--- config.mk ---
export PLATFORM = sky130hd
export DESIGN_NAME = uart_top
export DESIGN_NICKNAME = d
export VERILOG_FILES = /design/src/uart_cfg_pkg.sv /design/src/uart_line_pkg.sv /design/src/uart_baud_gen.sv /design/src/uart_rcv.sv /design/src/uart_top.sv /design/src/uart_xmit.sv
export SDC_FILE = /design/constraint.sdc
export NUM_CORES = 1
export LEC_CHECK = 0
export BUFFER_PORTS_ARGS = -buffer_cell sky130_fd_sc_hd__buf_2
export CAP_MARGIN = 20
export CORE_UTILIZATION = 32
export CTS_BUF_LIST = sky130_fd_sc_hd__clkbuf_8
export CTS_CLUSTER_SIZE = 10
export DETAILED_ROUTE_END_ITERATION = 10
export GPL_TIMING_DRIVEN = 0
export PLACE_DENSITY = 0.58
export SYNTH_ARGS = -nofsm -noshare
export SYNTH_HDL_FRONTEND = slang
export SYNTH_SLANG_ARGS = --single-unit
--- constraint.sdc ---
create_clock -name sys_clk -period 1.88 [get_ports sys_clk]
set_input_delay 0.282 -clock sys_clk [delete_from_list [all_inputs] [get_ports sys_clk]]
set_output_delay 0.282 -clock sys_clk [all_outputs]
set_load 0.01 [all_outputs]
--- src/uart_cfg_pkg.sv ---
package uart_cfg_pkg;

  // frame and rate.
  localparam int unsigned WORD_LEN      = 8;
  localparam int unsigned TICKS_PER_BIT = 16;
  localparam int unsigned BAUD_DIV      = 4;
  localparam int unsigned SAMPLE_TICK   = 7;

  // counter widths.
  localparam int unsigned BAUD_CNT_W = $clog2(BAUD_DIV);
  localparam int unsigned CELL_CNT_W = $clog2(TICKS_PER_BIT);
  localparam int unsigned BIT_CNT_W  = $clog2(WORD_LEN);

  // compare values sized to their counters.
  localparam logic [BAUD_CNT_W-1:0] BAUD_LAST   = BAUD_CNT_W'(BAUD_DIV - 1);
  localparam logic [CELL_CNT_W-1:0] CELL_LAST   = CELL_CNT_W'(TICKS_PER_BIT - 1);
  localparam logic [CELL_CNT_W-1:0] CELL_SHIFT  = CELL_CNT_W'(TICKS_PER_BIT - 2);
  localparam logic [CELL_CNT_W-1:0] CELL_SAMPLE = CELL_CNT_W'(SAMPLE_TICK);
  localparam logic [BIT_CNT_W-1:0]  BIT_LAST    = BIT_CNT_W'(WORD_LEN - 1);

endpackage

--- src/uart_line_pkg.sv ---
package uart_line_pkg;

  // marking and spacing levels.
  localparam logic LINE_IDLE  = 1'b1;
  localparam logic LINE_START = 1'b0;

  // source of the transmit line.
  typedef enum logic [1:0] {
    SEL_START = 2'd0,
    SEL_STOP  = 2'd1,
    SEL_SHIFT = 2'd2
  } xmit_sel_t;

  // transmit fsm.
  typedef enum logic [2:0] {
    X_IDLE  = 3'd0,
    X_START = 3'd1,
    X_WAIT  = 3'd2,
    X_SHIFT = 3'd3,
    X_STOP  = 3'd4
  } xmit_state_t;

  // receive fsm.
  typedef enum logic [1:0] {
    R_IDLE  = 2'd0,
    R_START = 2'd1,
    R_DATA  = 2'd2,
    R_STOP  = 2'd3
  } rcv_state_t;

endpackage

--- src/uart_baud_gen.sv ---
`timescale 1ns/1ps

module uart_baud_gen (
  input  logic sys_clk,
  input  logic sys_rst_l,
  output logic tick
);

  logic [uart_cfg_pkg::BAUD_CNT_W-1:0] div_cnt;

  // one tick per counter wrap.
  always_ff @(posedge sys_clk) begin
    if (!sys_rst_l) begin
      div_cnt <= '0;
      tick    <= 1'b0;
    end else begin
      tick <= (div_cnt == uart_cfg_pkg::BAUD_LAST);
      if (div_cnt == uart_cfg_pkg::BAUD_LAST) begin
        div_cnt <= '0;
      end else begin
        div_cnt <= div_cnt + 1'b1;
      end
    end
  end

  tick_single_cycle: assert property (
    @(posedge sys_clk) disable iff (!sys_rst_l)
    tick |=> !tick
  );

endmodule

--- src/uart_rcv.sv ---
`timescale 1ns/1ps

module uart_rcv (
  input  logic                              sys_clk,
  input  logic                              sys_rst_l,
  input  logic                              tick,
  input  logic                              rx_line,
  output logic [uart_cfg_pkg::WORD_LEN-1:0] rcv_data,
  output logic                              rcv_rdy,
  output logic                              frame_err
);

  uart_line_pkg::rcv_state_t state;
  uart_line_pkg::rcv_state_t next_state;

  logic rx_meta;
  logic rx_sync;
  logic rx_prev;
  logic start_edge;
  logic sample;

  logic [uart_cfg_pkg::CELL_CNT_W-1:0] cell_cnt;
  logic [uart_cfg_pkg::BIT_CNT_W-1:0]  bit_cnt;
  logic [uart_cfg_pkg::WORD_LEN-1:0]   shift_reg;

  logic cell_clr;
  logic bit_clr;
  logic shift_ena;
  logic stop_ena;

  // two-flop synchronizer, then one more stage for the edge.
  always_ff @(posedge sys_clk) begin
    if (!sys_rst_l) begin
      rx_meta <= uart_line_pkg::LINE_IDLE;
      rx_sync <= uart_line_pkg::LINE_IDLE;
      rx_prev <= uart_line_pkg::LINE_IDLE;
    end else begin
      rx_meta <= rx_line;
      rx_sync <= rx_meta;
      rx_prev <= rx_sync;
    end
  end

  // a line held low after a bad stop bit is not a new start.
  assign start_edge = (rx_prev == uart_line_pkg::LINE_IDLE) &&
                      (rx_sync == uart_line_pkg::LINE_START);

  assign sample = tick && (cell_cnt == uart_cfg_pkg::CELL_SAMPLE);

  always_comb begin
    next_state = state;
    cell_clr   = 1'b0;
    bit_clr    = 1'b0;
    shift_ena  = 1'b0;
    stop_ena   = 1'b0;
    case (state)
      uart_line_pkg::R_IDLE: begin
        cell_clr = 1'b1;
        bit_clr  = 1'b1;
        if (start_edge) begin
          next_state = uart_line_pkg::R_START;
        end
      end
      // recheck mid start bit, a glitch returns to idle.
      uart_line_pkg::R_START: begin
        if (sample) begin
          if (rx_sync == uart_line_pkg::LINE_START) begin
            next_state = uart_line_pkg::R_DATA;
          end else begin
            next_state = uart_line_pkg::R_IDLE;
          end
        end
      end
      uart_line_pkg::R_DATA: begin
        if (sample) begin
          shift_ena = 1'b1;
          if (bit_cnt == uart_cfg_pkg::BIT_LAST) begin
            next_state = uart_line_pkg::R_STOP;
          end
        end
      end
      uart_line_pkg::R_STOP: begin
        if (sample) begin
          stop_ena   = 1'b1;
          next_state = uart_line_pkg::R_IDLE;
        end
      end
      default: next_state = uart_line_pkg::R_IDLE;
    endcase
  end

  always_ff @(posedge sys_clk) begin
    if (!sys_rst_l) begin
      state <= uart_line_pkg::R_IDLE;
    end else begin
      state <= next_state;
    end
  end

  // free running cell phase from the start edge.
  always_ff @(posedge sys_clk) begin
    if (!sys_rst_l) begin
      cell_cnt <= '0;
    end else if (cell_clr) begin
      cell_cnt <= '0;
    end else if (tick) begin
      cell_cnt <= cell_cnt + 1'b1;
    end
  end

  always_ff @(posedge sys_clk) begin
    if (!sys_rst_l) begin
      bit_cnt <= '0;
    end else if (bit_clr) begin
      bit_cnt <= '0;
    end else if (shift_ena) begin
      bit_cnt <= bit_cnt + 1'b1;
    end
  end

  // lsb first, so new bits enter at the top.
  always_ff @(posedge sys_clk) begin
    if (shift_ena) begin
      shift_reg <= {rx_sync, shift_reg[uart_cfg_pkg::WORD_LEN-1:1]};
    end
  end

  always_ff @(posedge sys_clk) begin
    if (stop_ena) begin
      rcv_data <= shift_reg;
    end
  end

  always_ff @(posedge sys_clk) begin
    if (!sys_rst_l) begin
      rcv_rdy   <= 1'b0;
      frame_err <= 1'b0;
    end else begin
      rcv_rdy <= stop_ena;
      if (stop_ena) begin
        frame_err <= (rx_sync != uart_line_pkg::LINE_IDLE);
      end
    end
  end

  rdy_single_cycle: assert property (
    @(posedge sys_clk) disable iff (!sys_rst_l)
    rcv_rdy |=> !rcv_rdy
  );

endmodule

--- src/uart_top.sv ---
`timescale 1ns/1ps

module uart_top (
  input  logic                              sys_clk,
  input  logic                              sys_rst_l,
  input  logic                              xmit,
  input  logic [uart_cfg_pkg::WORD_LEN-1:0] xmit_data,
  output logic                              xmit_done,
  output logic                              tx_line,
  input  logic                              rx_line,
  output logic [uart_cfg_pkg::WORD_LEN-1:0] rcv_data,
  output logic                              rcv_rdy,
  output logic                              frame_err
);

  // 16x bit rate enable, shared by both directions.
  logic tick;

  uart_baud_gen baud_gen_i (
    .sys_clk   (sys_clk),
    .sys_rst_l (sys_rst_l),
    .tick      (tick)
  );

  uart_xmit xmit_i (
    .sys_clk   (sys_clk),
    .sys_rst_l (sys_rst_l),
    .tick      (tick),
    .xmit      (xmit),
    .xmit_data (xmit_data),
    .tx_line   (tx_line),
    .xmit_done (xmit_done)
  );

  uart_rcv rcv_i (
    .sys_clk   (sys_clk),
    .sys_rst_l (sys_rst_l),
    .tick      (tick),
    .rx_line   (rx_line),
    .rcv_data  (rcv_data),
    .rcv_rdy   (rcv_rdy),
    .frame_err (frame_err)
  );

endmodule

--- src/uart_xmit.sv ---
`timescale 1ns/1ps

module uart_xmit (
  input  logic                              sys_clk,
  input  logic                              sys_rst_l,
  input  logic                              tick,
  input  logic                              xmit,
  input  logic [uart_cfg_pkg::WORD_LEN-1:0] xmit_data,
  output logic                              tx_line,
  output logic                              xmit_done
);

  uart_line_pkg::xmit_state_t state;
  uart_line_pkg::xmit_state_t next_state;
  uart_line_pkg::xmit_sel_t   line_sel;

  logic [uart_cfg_pkg::CELL_CNT_W-1:0] cell_cnt;
  logic [uart_cfg_pkg::BIT_CNT_W-1:0]  bit_cnt;
  logic [uart_cfg_pkg::WORD_LEN-1:0]   shift_reg;

  logic load_shift;
  logic shift_ena;
  logic cell_clr;
  logic cell_inc;
  logic bit_clr;
  logic bit_inc;
  logic line_src;

  always_comb begin
    case (line_sel)
      uart_line_pkg::SEL_START: line_src = uart_line_pkg::LINE_START;
      uart_line_pkg::SEL_SHIFT: line_src = shift_reg[0];
      uart_line_pkg::SEL_STOP:  line_src = uart_line_pkg::LINE_IDLE;
      default:                  line_src = uart_line_pkg::LINE_IDLE;
    endcase
  end

  // all cell timing advances on tick only.
  always_comb begin
    next_state = state;
    line_sel   = uart_line_pkg::SEL_STOP;
    load_shift = 1'b0;
    shift_ena  = 1'b0;
    cell_clr   = 1'b0;
    cell_inc   = 1'b0;
    bit_clr    = 1'b0;
    bit_inc    = 1'b0;
    case (state)
      uart_line_pkg::X_IDLE: begin
        cell_clr = 1'b1;
        bit_clr  = 1'b1;
        if (xmit) begin
          load_shift = 1'b1;
          next_state = uart_line_pkg::X_START;
        end
      end
      uart_line_pkg::X_START: begin
        line_sel = uart_line_pkg::SEL_START;
        if (tick) begin
          if (cell_cnt == uart_cfg_pkg::CELL_LAST) begin
            cell_clr   = 1'b1;
            next_state = uart_line_pkg::X_WAIT;
          end else begin
            cell_inc = 1'b1;
          end
        end
      end
      // wait plus one shift tick makes a full data cell.
      uart_line_pkg::X_WAIT: begin
        line_sel = uart_line_pkg::SEL_SHIFT;
        if (tick) begin
          if (cell_cnt == uart_cfg_pkg::CELL_SHIFT) begin
            cell_clr   = 1'b1;
            next_state = uart_line_pkg::X_SHIFT;
          end else begin
            cell_inc = 1'b1;
          end
        end
      end
      uart_line_pkg::X_SHIFT: begin
        line_sel = uart_line_pkg::SEL_SHIFT;
        if (tick) begin
          shift_ena = 1'b1;
          bit_inc   = 1'b1;
          if (bit_cnt == uart_cfg_pkg::BIT_LAST) begin
            next_state = uart_line_pkg::X_STOP;
          end else begin
            next_state = uart_line_pkg::X_WAIT;
          end
        end
      end
      uart_line_pkg::X_STOP: begin
        line_sel = uart_line_pkg::SEL_STOP;
        if (tick) begin
          if (cell_cnt == uart_cfg_pkg::CELL_LAST) begin
            cell_clr   = 1'b1;
            next_state = uart_line_pkg::X_IDLE;
          end else begin
            cell_inc = 1'b1;
          end
        end
      end
      default: next_state = uart_line_pkg::X_IDLE;
    endcase
  end

  always_ff @(posedge sys_clk) begin
    if (!sys_rst_l) begin
      state     <= uart_line_pkg::X_IDLE;
      xmit_done <= 1'b0;
    end else begin
      state     <= next_state;
      xmit_done <= (state == uart_line_pkg::X_IDLE) && !xmit;
    end
  end

  always_ff @(posedge sys_clk) begin
    if (!sys_rst_l) begin
      cell_cnt <= '0;
    end else if (cell_clr) begin
      cell_cnt <= '0;
    end else if (cell_inc) begin
      cell_cnt <= cell_cnt + 1'b1;
    end
  end

  always_ff @(posedge sys_clk) begin
    if (!sys_rst_l) begin
      bit_cnt <= '0;
    end else if (bit_clr) begin
      bit_cnt <= '0;
    end else if (bit_inc) begin
      bit_cnt <= bit_cnt + 1'b1;
    end
  end

  // lsb goes out first, ones shift in behind it.
  always_ff @(posedge sys_clk) begin
    if (load_shift) begin
      shift_reg <= xmit_data;
    end else if (shift_ena) begin
      shift_reg <= {1'b1, shift_reg[uart_cfg_pkg::WORD_LEN-1:1]};
    end
  end

  // line changes on tick edges, so every cell is exact.
  always_ff @(posedge sys_clk) begin
    if (!sys_rst_l) begin
      tx_line <= uart_line_pkg::LINE_IDLE;
    end else if (tick) begin
      tx_line <= line_src;
    end
  end

  idle_line_high: assert property (
    @(posedge sys_clk) disable iff (!sys_rst_l)
    (state == uart_line_pkg::X_IDLE) |-> (tx_line == uart_line_pkg::LINE_IDLE)
  );

  busy_not_done: assert property (
    @(posedge sys_clk) disable iff (!sys_rst_l)
    (state != uart_line_pkg::X_IDLE) |-> !xmit_done
  );

endmodule
Word level (Yosys, flattened, before mapping)
Cells that the tools add are included.

storage, ports and cells
  logic and storage cells = 108
  output and inout port bits = 12
  bits of input ports = 12
  bits in registers = 53

operators by class
  $add $sub $neg = 5
  reductions and logical operators = 16
  mux-type cells = 40
  equality and inequality tests = 27
  bitwise logic cells = 2

operators with widths
  cell                 number
  $mux 3               9
  $mux 1               17
  $mux 8               2
  $ne 2x1->1 const B   8
  $pmux 3 s5           1
  $mux 2               6
  $reduce_or 2->1      6
  $ne 2x2->1 const B   5
  $eq 3x3->1 const B   3
  $add 4x1->4 const B  2
  $eq 2x2->1 const B   4
  $eq 4x4->1 const B   2
  $pmux 2 s4           1
  $reduce_and 8->1     1
  $add 3x1->3 const B  2
  $eq 3x2->1 const B   2
  $reduce_and 5->1     1
  $eq 4x3->1 const B   1
  $logic_not 2->1      2
  $pmux 1 s2           2
  $pmux 2 s2           1
  $eq 3x1->1 const B   1
  $logic_and 1x1->1    3
  $logic_not 3->1      1
  6 further kinds      7

Logic depth before layout (Yosys ltp)
  depth after elaboration = 5
  depth in mapped cells = 6
  gate-level depth less buffers = 6

Hierarchy
Synthesis repeated with hierarchy kept, for this count alone.

unflattened totals
  cell total of the unflattened synthesis = 178
  area, all modules = 2,174.6 um^2

by module, submodules not included
  module         times used  area each (um^2)  sequential area each (um^2)  cells each
  uart_rcv       1           1,069.8           760.7                        76
  uart_xmit      1           1,003.5           480.5                        95
  uart_baud_gen  1           101.3             60.1                         7

Worst setup path after synthesis
Ideal clock, no wire load.

  path type = register to register
  start point = register xmit_i.state[0]
  end point = register xmit_i.shift_reg[0] (netlist bit) (enable)
  setup time = 384 ps
  slack = 61 ps
  stages on the path, launching flop included = 4
  data arrival time = 1,435 ps
  data required time = 1,496 ps
  cell sequence = dfxtp_1 -> or3_1 -> buf_2 -> o21ai_0

between the ends
  cells in the longest elaborated chain, start to end = 3

ends and longest elaborated chain
  what                                                  line              source
  start, declared                                       uart_xmit.sv:13   uart_line_pkg::xmit_state_t state;
  start signal, assigned                                uart_xmit.sv:109  state <= uart_line_pkg::X_IDLE;
  start signal, assigned                                uart_xmit.sv:112  state <= next_state;
  $eq 3x2->1 / $logic_not 3->1 (equally long branches)  uart_xmit.sv:48   case (state)
  $mux 1                                                uart_xmit.sv:48
  $reduce_bool 2->1 (no source line) (*)                -
  end signal, assigned                                  uart_xmit.sv:140  shift_reg <= xmit_data;
  end signal, assigned                                  uart_xmit.sv:142  shift_reg <= {1'b1, shift_reg[uart_cfg_pkg::WORD_LEN-1:1]};
  end, declared                                         uart_xmit.sv:19   logic [uart_cfg_pkg::WORD_LEN-1:0] shift_reg;

Every way passes the cells marked *; elsewhere a longest branch is shown, timed or not.
A chain may end at the register's enable or synchronous reset.

Worst setup path in the final report
  start point = register xmit_i.state[1]
  end point = register xmit_i.shift_reg[7] (netlist bit) (enable)

The elaborated chain is that of the path after synthesis.

==> results.py <==
metrics = {
    "floorplanning": {
        "dieArea_sq_mm": 0.00702,
        "start_util_pct": 33.5,
        "die_x_um": 83.8,
        "coreArea_sq_mm": 0.00639,
        "std_cell_rows": 29,
        "ios": 24,
        "fp.dieH_um": 83.8,
    },
    "worst_setup_path": {
        "worst-path-max-fanout": 10,
        "timing.rr.end": "xmit_i.shift_reg[7]$_SDFFCE_PP1P_",
        "critPathLaunch": "xmit_i.state[1]$_SDFFE_PN0P_",
        "reg2reg_slack_ns": 0.14,
        "reg2reg_from": "xmit_i.state[1]$_SDFFE_PN0P_",
        "end_kind": "flop",
        "reg2reg_depth": 4,
        "crit_end": "xmit_i.shift_reg[7]$_SDFFCE_PP1P_",
        "cp-start-kind": "flop",
        "critPathRequiredTime_ns": 1.91,
        "arrival_ns": 1.77,
        "path_class": "reg -> reg",
    },
    "clocking": {
        "numCtsBuffers": 5,
        "cts_tree": "done",
        "clkTransAtPathRegs_ns": 0.09,
        "cts_root_buffer": "clkbuf_8",
        "clock-sinks": 53,
        "insertion_delay_ns": 0.31,
        "post-cts-setup-buffers": 0,
        "htreeDepth": 2,
        "clk_path_buf_depth": 2,
        "hold_buffers": 0,
    },
    "worst_hold_path": {
        "hold_class": "in -> reg",
        "holdPathStages": 2,
    },
    "synth": {
        "syn_inst": 173,
        "synth_top_cell_area_share_pct": 33.7,
        "ys_types": 39,
        "ys_seq_area_share_pct": 60.8,
        "yosysWarnings": 0,
        "synth-adder-area-share_pct": 4.68,
        "syn-num-nets": 193,
        "synth-simple-area-share_pct": 12.9,
        "ys_ff_latch": 53,
        "synth.avg_cell_area_sq_um": 12.4,
        "synth_top_family_by_area": "simple AND/OR/NAND/NOR gates",
        "yosys-top-cells-area": "edfxtp_1 (34%), dfxtp_1 (27%), ha_1 (4.7%), mux2_2 (4.2%), mux2i_1 (2.8%)",
        "synthMuxAreaShare_pct": 7.01,
        "synth_compound_area_share_pct": 9.82,
        "synth-xor-area-share_pct": 2.45,
        "synth_top_area_cell": "edfxtp_1",
        "synth.cell_area_sq_mm": 0.00214,
    },
    "final_layout": {
        "nNetsFinal": 223,
        "final_layout_size_suffix_gt1_share_pct": 24.0,
        "fin_area_sq_mm": 0.00246,
        "area_growth_pct": 14.9,
        "register_area_sq_mm": 0.00130,
        "diodes": 0,
        "multi_input_area_sq_um": 796,
        "filler_cell_count": 652,
    },
    "place": {
        "place_area_sq_mm": 0.00236,
        "dpl.hpwl_um": 2390,
        "dpl_worst_slack_ns": -0.0678,
        "portBuffers": 23,
        "gp_congestion": 0.763,
    },
    "timing": {
        "skew_ns": 0.00682,
        "post-route-period-util_pct": 92.6,
        "worst_pin_slew_ns": 0.570,
        "slew_viol_final": 0,
        "fin_ws_ns": 0.138,
        "fmax_mhz": 574,
        "setup_violations": 0,
        "period_needed_ns": 1.74,
        "rsz0062_at_grt": "no",
        "relSlewSlack_pct": 61.8,
        "finalSetupTns_ns": 0,
        "hold_ws_ns": 0.135,
        "hold_viol_final": 0,
    },
    "routing": {
        "drt_wl_total_um": 3420,
        "vias": 1376,
        "drt_iter0_markers": 108,
        "drtPass1Iterations": 4,
        "drc": 0,
        "avgViaCountPerCell": 4.90,
        "drtAntennaViolNets": 0,
        "wl_per_cell_um": 12.2,
    },
    "global_routing": {
        "grt_usage_pct": 10.9,
        "antenna_found_initial": 0,
        "grt.overflow.total": 0,
        "grt_max_degree": 19,
        "first_global_vias": 1288,
        "grt_pass1_wl_um": 5940,
    },
    "pwr": {
        "power_density_mw_per_mm2": 863,
        "total_power_mw": 2.12,
        "ir_drop_uv": 426,
        "p_leak_nw": 0.945,
    },
    "flow_run": {
        "maxCapViolCount": 0,
    },
    "run_status": {
        "status": "completed",
    },
}
-- cell usage after synthesis --
| cell | instances |
|---|---|
| a31oi_1 | 2 |
| o211a_1 | 3 |
| mux2i_1 | 6 |
| ha_1 | 8 |
| o2111ai_1 | 3 |
| mux2_2 | 8 |
| nand2_1 | 4 |
| xnor2_1 | 2 |
| o211ai_1 | 4 |
| o211a_2 | 1 |
| or2_2 | 1 |
| a211oi_1 | 2 |
| or4_1 | 1 |
| dfxtp_1 | 29 |
| xor2_1 | 4 |
| nor3b_1 | 2 |
| and2_1 | 4 |
| or3_1 | 2 |
| nand4_1 | 3 |
| nor2_2 | 1 |
| and4b_1 | 1 |
| a21boi_1 | 1 |
| nand2b_1 | 5 |
| a32o_1 | 1 |
| nand3_1 | 6 |
| and3b_1 | 2 |
| o21ai_0 | 7 |
| nor2b_1 | 3 |
| nor2_1 | 13 |
| edfxtp_1 | 24 |
| nand3b_1 | 1 |
| buf_2 | 1 |
| o31ai_1 | 1 |
| and3_1 | 1 |
| o21ai_1 | 1 |
| a21oi_1 | 2 |
| clkbuf_1 | 7 |
| inv_1 | 5 |
| o221a_2 | 1 |
-- what timing repair did --
action | 4_1_cts | 5_1_grt
hold endpoints to repair | 0 | 0
gates resized for setup | 3 | 4
cloned | 0 | 0
setup endpoints to repair | 7 | 10
-- power by group --
part / switching [mW] / internal (mW) / leakage [nW] / total, mW
clock: 0.384 / 0.269 / 0.0447 / 0.653
combinational: 0.105 / 0.0906 / 0.446 / 0.196
sequential: 0.0204 / 1.25 / 0.454 / 1.27
total: 0.510 / 1.61 / 0.945 / 2.12
-- critical path: stages (launching register included) --
cell,delay [ns]
dfxtp_1,0.43
clkbuf_2,0.25
nand4_1,0.26
o21ai_1,0.30
buf_4,0.22
-- cell type report --
type                    count  area share (%)
clock inverters             3            1.02
repair buffers             24            4.98
multi-input cells         107            32.3
clock buffers               5            2.80
well taps                  77            3.92
flip-flops and latches     53            52.9
plain buffers               7            1.27
inverters                   5           0.763
-- layer usage --
metal / track usage, % / part of all wire (%)
met5: 0 / 0
met4: 6.16 / 2.4
met3: 3.17 / 4.4
met1: 14.8 / 52
met2: 15.4 / 41
-- cell usage in the layout, fill, tap and decap left out, drive strengths merged, types with 2 or more instances in the layout --
cell | netlist | final
and3b | 2 | 2
nand2b | 5 | 5
o211a | 4 | 4
mux2 | 8 | 8
xnor2 | 2 | 2
inv | 5 | 6
xor2 | 4 | 4
and2 | 4 | 4
nand4 | 3 | 3
a21oi | 2 | 2
nor3b | 2 | 2
o21ai | 8 | 8
o2111ai | 3 | 3
nand3 | 6 | 6
ha | 8 | 8
edfxtp | 24 | 24
a31oi | 2 | 2
or3 | 2 | 2
dfxtp | 29 | 29
clkbuf | 7 | 11
nor2b | 3 | 3
nand2 | 4 | 4
mux2i | 6 | 6
a211oi | 2 | 2
buf | 1 | 25
o211ai | 4 | 4
nor2 | 14 | 14
-- through the flow --
stage                     util [%]  cells
after floorplan                  -    173
after global placement        36.8    273
after detailed placement      37.0    274
after CTS                     38.4    281
after global routing          38.5    281
final                         38.5    281
-- kinds of logic after synthesis --
logic type / after synthesis
compound gates: 29
xor+xnor: 6
fa+ha+maj: 8
buf+inv: 13
flops: 53
mux: 14
simple gates: 50
-- worst min path at each step --
stage | endpoint | slack [ns] | from
after floorplan | xmit_i.xmit_done$_SDFF_PN0_ | 0.36 | xmit
after global placement | rcv_i.rx_sync$_SDFF_PN1_ | 0.39 | rcv_i.rx_meta$_SDFF_PN1_
after detailed placement | rcv_i.rx_sync$_SDFF_PN1_ | 0.40 | rcv_i.rx_meta$_SDFF_PN1_
after CTS | xmit_i.xmit_done$_SDFF_PN0_ | 0.12 | xmit
after global routing | xmit_i.xmit_done$_SDFF_PN0_ | 0.14 | xmit
final | xmit_i.xmit_done$_SDFF_PN0_ | 0.14 | xmit
No activity file was read; power rests on OpenSTA's default activity.
